==> config.mk <==
export PLATFORM = sky130hd
export DESIGN_NAME = div_unit
export DESIGN_NICKNAME = d
export VERILOG_FILES = /design/src/source/div_pkg.sv /design/src/source/div_operand_prep.sv /design/src/source/div_core.sv /design/src/source/div_result.sv /design/src/source/div_unit.sv
export VERILOG_INCLUDE_DIRS = /design/src /design/src/include
export SDC_FILE = /design/constraint.sdc
export NUM_CORES = 1
export LEC_CHECK = 0
export BUFFER_PORTS_ARGS = -buffer_cell sky130_fd_sc_hd__buf_2
export CORE_MARGIN = 8
export CORE_UTILIZATION = 60
export DETAILED_ROUTE_END_ITERATION = 10
export PLACE_DENSITY = 0.8
export RECOVER_POWER = 100
export SLEW_MARGIN = 20
export SYNTH_ARGS = -nofsm -noshare
export SYNTH_HDL_FRONTEND = slang
export SYNTH_SLANG_ARGS = --single-unit
==> constraint.sdc <==
create_clock -name i_clk -period 6 [get_ports i_clk]
set_input_delay 1.5 -clock i_clk [delete_from_list [all_inputs] [get_ports i_clk]]
set_output_delay 1.5 -clock i_clk [all_outputs]
set_load 0.1 [all_outputs]
==> src/include/div_consts.svh <==
////////////////////
// divide unit constants
// word width, step counter width and fixed request-to-result latency
////////////////////
`ifndef DIV_CONSTS_SVH
`define DIV_CONSTS_SVH

// operand and quotient width in bits
`define DIV_BW 32

// step counter width, wide enough to hold a count of DIV_BW
`define DIV_LGBW 6

// edges from the edge that accepts i_wr until o_valid is sampled high
// one edge for operand prep, DIV_BW steps in the core, one edge for the result
`define DIV_LATENCY (`DIV_BW + 2)

`endif

==> src/source/div_pkg.sv <==
////////////////////
// divide unit package
// shared word, flag, opcode and sequencer state types
////////////////////
`default_nettype none

`include "div_consts.svh"

package div_pkg;

	// one operand, magnitude or quotient word
	typedef logic [`DIV_BW-1:0] div_word_t;

	// condition flags in the CPU's v/n/c/z order, msb first
	// v and c never set for a divide
	typedef struct packed {
		logic v;
		logic n;
		logic c;
		logic z;
	} div_flags_t;

	// request opcode
	typedef enum logic {
		DIV_OP_UNSIGNED = 1'b0,
		DIV_OP_SIGNED   = 1'b1
	} div_op_e;

	// core sequencer
	// IDLE waits for a start, RUN does the shift-subtract steps,
	// DONE presents the raw quotient for a single cycle
	typedef enum logic [1:0] {
		DIV_ST_IDLE = 2'd0,
		DIV_ST_RUN  = 2'd1,
		DIV_ST_DONE = 2'd2
	} div_state_e;

endpackage

`default_nettype wire

==> src/source/div_operand_prep.sv <==
////////////////////
// divide operand preparation
// registers a request, turns signed operands into magnitudes,
// works out the result sign and spots a zero divisor
////////////////////
`timescale 1ns/1ps
`default_nettype none

`include "div_consts.svh"

module div_operand_prep
	import div_pkg::*;
(
	input  wire            i_clk,
	input  wire            i_reset,
	input  wire            i_wr,
	input  wire            i_busy,
	input  wire div_op_e   i_op,
	input  wire div_word_t i_numerator,
	input  wire div_word_t i_denominator,
	output logic           o_start,
	output div_word_t      o_num_mag,
	output div_word_t      o_den_mag,
	output logic           o_negate,
	output logic           o_div_zero
);

	logic s_accept;
	logic s_num_neg;
	logic s_den_neg;

	// a request only counts when the core is free
	assign s_accept = i_wr && !i_busy;

	// sign bits matter only for a signed divide
	assign s_num_neg = (i_op == DIV_OP_SIGNED) && i_numerator[`DIV_BW-1];
	assign s_den_neg = (i_op == DIV_OP_SIGNED) && i_denominator[`DIV_BW-1];

	////////////////////
	// start pulse
	////////////////////

	// one cycle after the accepting edge the core gets its start
	always_ff @(posedge i_clk) begin
		if (i_reset)
			o_start <= 1'b0;
		else
			o_start <= s_accept;
	end

	////////////////////
	// operand registers
	////////////////////

	// the most negative value maps onto itself here, which is
	// still the right unsigned magnitude
	// sign and zero divisor stay put until the next request so the
	// result stage can pick them up at the end
	always_ff @(posedge i_clk) begin
		if (s_accept) begin
			o_num_mag  <= s_num_neg ? (~i_numerator + 1'b1) : i_numerator;
			o_den_mag  <= s_den_neg ? (~i_denominator + 1'b1) : i_denominator;
			o_negate   <= s_num_neg ^ s_den_neg;
			o_div_zero <= (i_denominator == '0);
		end
	end

	// the CPU must hold off while a divide is in flight
	a_no_wr_while_busy: assert property (
		@(posedge i_clk) disable iff (i_reset)
		i_wr |-> !i_busy
	);

endmodule

`default_nettype wire

==> src/source/div_core.sv <==
////////////////////
// divide core
// restoring shift-subtract over DIV_BW steps on unsigned magnitudes,
// owns the busy indication for the whole unit
////////////////////
`timescale 1ns/1ps
`default_nettype none

`include "div_consts.svh"

module div_core
	import div_pkg::*;
(
	input  wire            i_clk,
	input  wire            i_reset,
	input  wire            i_start,
	input  wire div_word_t i_num_mag,
	input  wire div_word_t i_den_mag,
	output logic           o_busy,
	output logic           o_done,
	output div_word_t      o_quotient
);

	// count value at which the last step is taken
	localparam logic [`DIV_LGBW-1:0] LAST_STEP = `DIV_LGBW'(`DIV_BW - 1);

	div_state_e r_state;
	logic [`DIV_LGBW-1:0] r_count;

	// partial remainder, divisor copy and the combined numerator and
	// quotient register
	// numerator bits leave at the top while quotient bits enter at the bottom
	div_word_t r_rem;
	div_word_t r_den;
	div_word_t r_quo;

	div_word_t s_rem_src;
	div_word_t s_quo_src;
	div_word_t s_den_src;
	logic [`DIV_BW:0] s_trial;
	logic [`DIV_BW:0] s_diff;
	logic s_fits;
	logic s_step;

	////////////////////
	// one divide step
	////////////////////

	// the first step runs on the edge that sees start, straight from
	// the prep outputs, so no separate load cycle is spent
	assign s_rem_src = i_start ? '0 : r_rem;
	assign s_quo_src = i_start ? i_num_mag : r_quo;
	assign s_den_src = i_start ? i_den_mag : r_den;

	// bring down the next numerator bit and try the subtraction
	assign s_trial = {s_rem_src, s_quo_src[`DIV_BW-1]};
	assign s_diff  = s_trial - {1'b0, s_den_src};

	// no borrow means the divisor fits
	// a zero divisor always fits, giving an all-ones quotient
	assign s_fits = !s_diff[`DIV_BW];

	assign s_step = i_start || (r_state == DIV_ST_RUN);

	always_ff @(posedge i_clk) begin
		if (s_step) begin
			r_rem <= s_fits ? s_diff[`DIV_BW-1:0] : s_trial[`DIV_BW-1:0];
			r_quo <= {s_quo_src[`DIV_BW-2:0], s_fits};
		end
		if (i_start)
			r_den <= i_den_mag;
	end

	////////////////////
	// sequencer
	////////////////////

	// start takes step one and leaves a count of one behind
	// RUN then takes the remaining steps and hands over to DONE
	// after step DIV_BW
	always_ff @(posedge i_clk) begin
		if (i_reset) begin
			r_state <= DIV_ST_IDLE;
			r_count <= '0;
		end else begin
			case (r_state)
				DIV_ST_IDLE: begin
					if (i_start) begin
						r_state <= DIV_ST_RUN;
						r_count <= `DIV_LGBW'(1);
					end
				end
				DIV_ST_RUN: begin
					r_count <= r_count + 1'b1;
					if (r_count == LAST_STEP)
						r_state <= DIV_ST_DONE;
				end
				DIV_ST_DONE: r_state <= DIV_ST_IDLE;
				default:     r_state <= DIV_ST_IDLE;
			endcase
		end
	end

	// busy rises with start so the CPU sees it right after the request,
	// and it drops on the same edge that registers the result
	assign o_busy     = i_start || (r_state != DIV_ST_IDLE);
	assign o_done     = (r_state == DIV_ST_DONE);
	assign o_quotient = r_quo;

	// a start is followed by exactly DIV_BW steps and then a single done cycle
	a_done_pulse: assert property (
		@(posedge i_clk) disable iff (i_reset)
		i_start |-> ##(`DIV_BW) o_done ##1 !o_done
	);

	// prep only starts a divide when the core has gone idle
	a_start_idle: assert property (
		@(posedge i_clk) disable iff (i_reset)
		i_start |-> (r_state == DIV_ST_IDLE)
	);

endmodule

`default_nettype wire

==> src/source/div_result.sv <==
////////////////////
// divide result stage
// applies the sign, handles a zero divisor and registers the result
////////////////////
`timescale 1ns/1ps
`default_nettype none

`include "div_consts.svh"

module div_result
	import div_pkg::*;
(
	input  wire            i_clk,
	input  wire            i_reset,
	input  wire            i_done,
	input  wire div_word_t i_quotient,
	input  wire            i_negate,
	input  wire            i_div_zero,
	output logic           o_valid,
	output div_word_t      o_quotient,
	output logic           o_err,
	output div_flags_t     o_flags
);

	div_word_t  s_signed_q;
	div_word_t  s_final_q;
	div_flags_t s_flags;

	// two's complement negate when the operand signs differed
	// the most negative over minus one wraps back onto itself
	assign s_signed_q = i_negate ? (~i_quotient + 1'b1) : i_quotient;

	// the raw core output is meaningless for a zero divisor
	assign s_final_q = i_div_zero ? '0 : s_signed_q;

	// overflow and carry never apply to a divide
	assign s_flags.v = 1'b0;
	assign s_flags.n = !i_div_zero && s_final_q[`DIV_BW-1];
	assign s_flags.c = 1'b0;
	assign s_flags.z = !i_div_zero && (s_final_q == '0);

	////////////////////
	// output registers
	////////////////////

	// valid, error and flags all drop back outside the valid cycle
	always_ff @(posedge i_clk) begin
		if (i_reset) begin
			o_valid <= 1'b0;
			o_err   <= 1'b0;
			o_flags <= '0;
		end else begin
			o_valid <= i_done;
			o_err   <= i_done && i_div_zero;
			o_flags <= i_done ? s_flags : '0;
		end
	end

	// quotient only loads with a finished divide and holds otherwise
	always_ff @(posedge i_clk) begin
		if (i_done)
			o_quotient <= s_final_q;
	end

	// a result and its error bit last for one cycle only
	a_valid_pulse: assert property (
		@(posedge i_clk) disable iff (i_reset)
		o_valid |=> (!o_valid && !o_err)
	);

endmodule

`default_nettype wire

==> src/source/div_unit.sv <==
////////////////////
// integer divide unit
// operand prep, shift-subtract core and result stage, one divide in flight
////////////////////
`timescale 1ns/1ps
`default_nettype none

`include "div_consts.svh"

module div_unit
	import div_pkg::*;
(
	input  wire             i_clk,
	input  wire             i_reset,
	input  wire             i_wr,
	input  wire div_op_e    i_op,
	input  wire div_word_t  i_numerator,
	input  wire div_word_t  i_denominator,
	output logic            o_busy,
	output logic            o_valid,
	output logic            o_err,
	output div_word_t       o_quotient,
	output div_flags_t      o_flags
);

	// prep to core
	logic      prep_start;
	div_word_t prep_num_mag;
	div_word_t prep_den_mag;

	// prep to result, stable for the life of the divide
	logic      prep_negate;
	logic      prep_div_zero;

	// core to result
	logic      core_done;
	div_word_t core_quotient;

	////////////////////
	// stages
	////////////////////

	// busy from the core also gates new requests in prep
	div_operand_prep u_prep (
		.i_clk         (i_clk),
		.i_reset       (i_reset),
		.i_wr          (i_wr),
		.i_busy        (o_busy),
		.i_op          (i_op),
		.i_numerator   (i_numerator),
		.i_denominator (i_denominator),
		.o_start       (prep_start),
		.o_num_mag     (prep_num_mag),
		.o_den_mag     (prep_den_mag),
		.o_negate      (prep_negate),
		.o_div_zero    (prep_div_zero)
	);

	div_core u_core (
		.i_clk      (i_clk),
		.i_reset    (i_reset),
		.i_start    (prep_start),
		.i_num_mag  (prep_num_mag),
		.i_den_mag  (prep_den_mag),
		.o_busy     (o_busy),
		.o_done     (core_done),
		.o_quotient (core_quotient)
	);

	div_result u_result (
		.i_clk      (i_clk),
		.i_reset    (i_reset),
		.i_done     (core_done),
		.i_quotient (core_quotient),
		.i_negate   (prep_negate),
		.i_div_zero (prep_div_zero),
		.o_valid    (o_valid),
		.o_quotient (o_quotient),
		.o_err      (o_err),
		.o_flags    (o_flags)
	);

	// the CPU relies on busy and valid never overlapping
	a_busy_valid: assert property (
		@(posedge i_clk) disable iff (i_reset)
		!(o_busy && o_valid)
	);

	// an accepted request always comes back after the fixed latency
	a_latency: assert property (
		@(posedge i_clk) disable iff (i_reset)
		(i_wr && !o_busy) |-> ##(`DIV_LATENCY) o_valid
	);

endmodule

`default_nettype wire

# Yosys cells after proc, flatten, opt, wreduce, memory -nomap -nowiden
# Cells that the tools add are included.
[op_classes]
addsub = 5
multipliers = 0
div_mod_pow = 0
order_cmp = 0
eq_ne = 5
shifts = 0
n_mux = 13
bitwise = 5
n_reduce_logical = 19
[ops]
columns = ["operator", "n"]
rows = [
  ["32-bit 2-to-1 mux", 8],
  ["32-bit by 1-bit adder with 32-bit output, second input constant", 3],
  ["32-bit inverter", 3],
  ["32-bit logical NOT", 2],
  ["33-bit by 32-bit subtractor with 33-bit output", 1],
  ["6-bit one-hot mux with 2 select lines", 1],
  ["6-bit by 1-bit adder with 6-bit output, second input constant", 1],
  ["6-bit by 5-bit equality test with 1-bit output, second input constant", 1],
  ["1-bit logical AND", 6],
  ["6-bit 2-to-1 mux", 1],
  ["2-bit 2-to-1 mux", 2],
  ["2-bit inequality test, second input constant", 2],
  ["2-bit one-hot mux with 2 select lines", 1],
  ["2-bit AND reduction", 2],
  ["2-bit nonzero test", 2],
  ["1-bit logical NOT", 3],
  ["2-bit by 1-bit equality test with 1-bit output, second input constant", 1],
  ["2-bit equality test, second input constant", 1],
  ["2-bit logical NOT", 1],
  ["1-bit logical OR", 2],
  ["2-bit OR reduction", 1],
  ["1-bit inverter", 1],
  ["1-bit XOR", 1],
]
[word_totals]
register_bits = 209
latch_bits = 0
ram_bits = 0
mem_bits_ro = 0
in_bits = 68
output_inout_bits = 39
elab_cells = 64
memories = 0

# Longest topological paths before layout
[depth]
depth_word = 6
depth_mapped = 16
depth_no_buf = 11

# By module
# From an unflattened synthesis, not the netlist that was laid out.
[hier_totals]
hier_cells = 1078
hier_area_um2 = 12019.0
[modules_own_cells]
columns = ["mod", "n_inst", "cells_per_inst", "area_each_um2", "seq_area_each_um2"]
rows = [
  ["div_core", 1, 571, 6261.0, 2722.6],
  ["div_operand_prep", 1, 305, 3594.7, 2001.9],
  ["div_result", 1, 202, 2163.3, 1041.0],
]

# Worst setup path after synthesis
# OpenSTA, ideal clock, no wires.
[synth_timing]
path_type = "register -> register"
startpoint = "register u_prep.o_start"
endpoint = "register u_prep.o_den_mag[0] (enable)"
setup_ns = 0.490
arrival_ns = 4.347
required_time_ns = 5.510
slack_ns = 1.163
stages_incl_launch_ff = 5
n_path_buf = 2
period_less_slack_ns = 4.837
path_cell_list = "dfxtp_1 -> clkbuf_1 -> clkbuf_1 -> or3_1 -> nor2_1"
[synth_between]
elab_chain_len = 3
[synth_lines]
columns = ["item", "line_no", "text"]
rows = [
  ["from (decl)", "div_operand_prep.sv:21", "output logic o_start,"],
  ["from (signal assigned)", "div_operand_prep.sv:48", "o_start <= s_accept;"],
  ["1-bit logical OR", "div_core.sv:106", "assign o_busy = i_start || (r_state != DIV_ST_IDLE);"],
  ["named net o_busy", "div_unit.sv:19", "output logic o_busy,"],
  ["1-bit logical NOT", "div_operand_prep.sv:33", "assign s_accept = i_wr && !i_busy;"],
  ["1-bit logical AND", "div_operand_prep.sv:33", ""],
  ["named net u_prep.s_accept", "div_operand_prep.sv:28", "logic s_accept;"],
  ["to (signal assigned)", "div_operand_prep.sv:62", "o_den_mag <= s_den_neg ? (~i_denominator + 1'b1) : i_denominator;"],
  ["to (decl)", "div_operand_prep.sv:23", "output div_word_t o_den_mag,"],
]
# The timed path passes the listed nets, and every way through them passes these cells.
# A chain may end at the register's enable or synchronous reset.

# Worst setup path after layout
[layout_timing]
startpoint = "register u_prep.o_start"
endpoint = "register u_core.r_rem[11], data pin"
[layout_between]
elab_chain_len = 3
elab_cells_between_ends = 5
cone_classes = "add/sub (1); mux (4)"
[layout_lines]
columns = ["item", "line_no", "text"]
rows = [
  ["32-bit 2-to-1 mux, on equally long branches", "div_core.sv:52, div_core.sv:51, div_core.sv:53", ""],
  ["33-bit by 32-bit subtractor with 33-bit output", "div_core.sv:57", "assign s_diff = s_trial - {1'b0, s_den_src};"],
  ["32-bit 2-to-1 mux *", "div_core.sv:67", "r_rem <= s_fits ? s_diff[`DIV_BW-1:0] : s_trial[`DIV_BW-1:0];"],
  ["to (signal assigned)", "div_core.sv:67", ""],
  ["to (decl)", "div_core.sv:33", "div_word_t r_rem;"],
]
# Mark *: on every way between the ends. The rest lies on a longest branch, timed or not.

==> run metrics <==
layout cells sized above 1=0.1315; violated checks=max-capacitance violations, max-slew violations; count of cell types in the netlist=64; chip width=154.2 um; IO buf count=104; Top Ports=107; fin area=0.01290 mm2; Vias=8045; fmax=195.5 MHz; minimum clock period after layout=5.115 ns; Synth top area share=0.4248; pre-CTS WS=1.330 ns; Worst Hold End=u_core.r_den[24]; fillers=1389; Gate Count Post-Synth=1049; Area growth, synth to finish=12.70%; Worst Path Required=6.25 ns; CP arrival=5.36 ns; Max Slew Vio Count=168; top cells by area, synth=edfxtp_1 42%, dfxtp_1 7.9%, xor2_1 5.1%, mux2_2 4.8%, ha_1 3.9%; FFs w/ async S/R, synth=0; Final Hold Viols=0; hold wc startpoint=u_core.r_den[24]; maximum VDD drop=0.0002769 V; P_leak=5.024 nW; Seq/Total Area, Yosys=0.5035; top_reg_cell synth=edfxtp_1; Seq cells post-synth=207; antenna viol nets, final=0; reg2reg end=u_core.r_rem[11]; CTS tree=built; Setup Buffers After CTS=0; Final GP Congestion=0.9219; Critical Path Fanout Max=27; Synth top cells by count=162 x edfxtp_1, 96 x nor2_1, 70 x a21oi_1; DR WL/cell=16.36 um; first-pass GRT wire length=37380 um; initial antenna violation count=0; H-tree depth=1; Worst setup SP type=flop; setup TNS=0 ns; largest net degree at the start of global routing=65; Initial Util=0.6122; worst-path cell chain=clkbuf_1 > mux2i_1 > ha_1 > a21oi_1 > o22ai_1 > o41a_1 > a211oi_1 > a21o_1 > and2_0 > o311a_1 > buf_4 > mux2_2; kind of critical path=flop to flop; DR DRC count=0; CTS root buf=clkbuf_16; status=finished, violations left; cell count of the worst hold path=2; total wire length=23000 um; post_cts resized=0; number of global-route vias before repair=7788; CP bufs+invs=2; critical path's slowest cell=o311a_1; die area=0.02376 mm2; Inserted Clock Buffers=22; yosys warns=0; CP Capture Type=flop; total of max-cap violations=5; final period utilization=0.8525; vias per inst=5.722; reg2reg path depth=12; die span in y=154.2 um; DR pass1 iterations=5; worst-margin pin slew=2.823 ns; Mapped Area=0.01145 mm2; Hold Buf Count CTS=0; layout net count=1260; PwrDens=448.3 mW/mm2; worst stage delay on the critical path=0.74 ns; reg-to-reg startpoint=u_prep.o_start; number of flops mapped to enable cells by yosys=162; R2R setup slack=0.88 ns; placed cell areas=0.01223 mm2; worst hold path class=flop to flop; HPWL reported at the end of detailed placement=17070 um; synthesized area per cell=10.92 um2; final setup fails=0; DRT iter0 DRCs=432; Max Buffers Root-to-Sink=3; leading area contributor after synthesis=edfxtp_1; Core Rows=50; clock tree sinks=207; RSZ-0062 raised after global routing=false; most frequent cell after synthesis=edfxtp_1; core area=0.01871 mm2; total track usage=0.1894; cell family with most CP delay=compound AO/OA/AOI/OAI gates; Skew-Pair Late Insertion Delay=0.50 ns; clk slew on worst S/H paths=0.06 ns; global route total overflow=0; Final WS setup=0.8848 ns; skew final=0.01121 ns; Slew HR=-0.8891
flip-flops by register name, summed over array words and instances (netlist names):
register / cells
u_core.o_quotient: 32
u_core.r_count: 6
u_core.r_den: 32
u_core.r_rem: 32
u_core.r_state: 2
u_prep.o_den_mag: 32
u_prep.o_div_zero: 1
u_prep.o_negate: 1
u_prep.o_num_mag: 32
u_prep.o_start: 1
u_result.o_err: 1
u_result.o_flags: 2
u_result.o_quotient: 32
u_result.o_valid: 1
power breakdown:
group | switching (W) | internal, W
Clock | 0.000540 | 0.000913
Combinational | 0.00126 | 0.00105
Sequential | 0.0000942 | 0.00193
per-stage QoR:
stage                 util  total power, W  hold WS, ns  cells
floorplan                -        0.003886       0.4215   1050
global placement    0.6537        0.004281       0.4482   1365
detailed placement  0.6537        0.004335       0.4507   1365
CTS                 0.6959        0.005814       0.4737   1405
global route        0.6898        0.006146       0.4971   1405
finish              0.6899        0.005786       0.4657   1406
layout make-up:
class,instances,area [um2],area share
flip-flops and latches,207,5769,0.4471
multi-input cells,741,5275,0.4088
clock buffers,31,635.6,0.04925
repair buffers,116,524.3,0.04062
well taps,234,292.8,0.02269
inverters,67,251.5,0.01949
clock inverters,9,153.9,0.01193
diodes,1,2.502,0.0001939
layout by cell type (no fill, tap or decap), drive strengths merged, types with 5 or more instances in the layout:
cell / instances
a211oi: 6
a21o: 17
a21oi: 70
a31oi: 8
and2: 14
and3: 8
buf: 62
clkbuf: 85
dfxtp: 45
edfxtp: 162
ha: 36
inv: 68
mux2: 59
mux2i: 40
nand2: 49
nand2b: 12
nand3: 10
nor2: 96
nor2b: 31
nor3: 23
nor3b: 5
nor4: 14
o21ai: 28
o31ai: 14
o41ai: 10
or3: 12
or4: 11
xnor2: 44
xor2: 67
how the worst max path moves through the flow:
stage                        start                  end  slack, ns  depth (start not counted)
floorplan           u_prep.o_start  u_prep.o_den_mag[0]       1.16                          4
global placement    u_prep.o_start      u_core.r_rem[4]       1.41                         12
detailed placement  u_prep.o_start      u_core.r_rem[5]       1.33                         12
CTS                 u_prep.o_start      u_core.r_rem[2]       1.29                         12
global route        u_prep.o_start      u_core.r_rem[2]       0.53                         12
finish              u_prep.o_start     u_core.r_rem[11]       0.88                         12
tightest hold or removal path, delay by kind of cell (launching register included):
family / cells / cell delay (ns)
flops: 1 / 0.30
mux: 1 / 0.08
buf+inv: 1 / 0.06
routing by layer:
metal / vias up / global-route usage / share of wire
met2: 246 / 0.3225 / 0.48
met3: 44 / 0.02859 / 0.050
met1: 3735 / 0.2406 / 0.44
met4: 0 / 0.06953 / 0.028
li1: 4020 / - / -
met5: - / 0 / 0
logic make-up (layout without fill, tap and decap cells):
| group | after synthesis | after routing | share of synthesized area |
|---|---|---|---|
| buf+inv | 102 | 223 | 0.03475 |
| other cells | 1 | 3 | 0.0003275 |
| fa+ha+maj | 37 | 37 | 0.04108 |
| flops | 207 | 207 | 0.5035 |
| xor+xnor | 111 | 111 | 0.08490 |
| mux | 99 | 99 | 0.09299 |
| simple gates | 297 | 297 | 0.1322 |
| compound gates | 195 | 195 | 0.1102 |
Power figures use the tool's default switching activity.
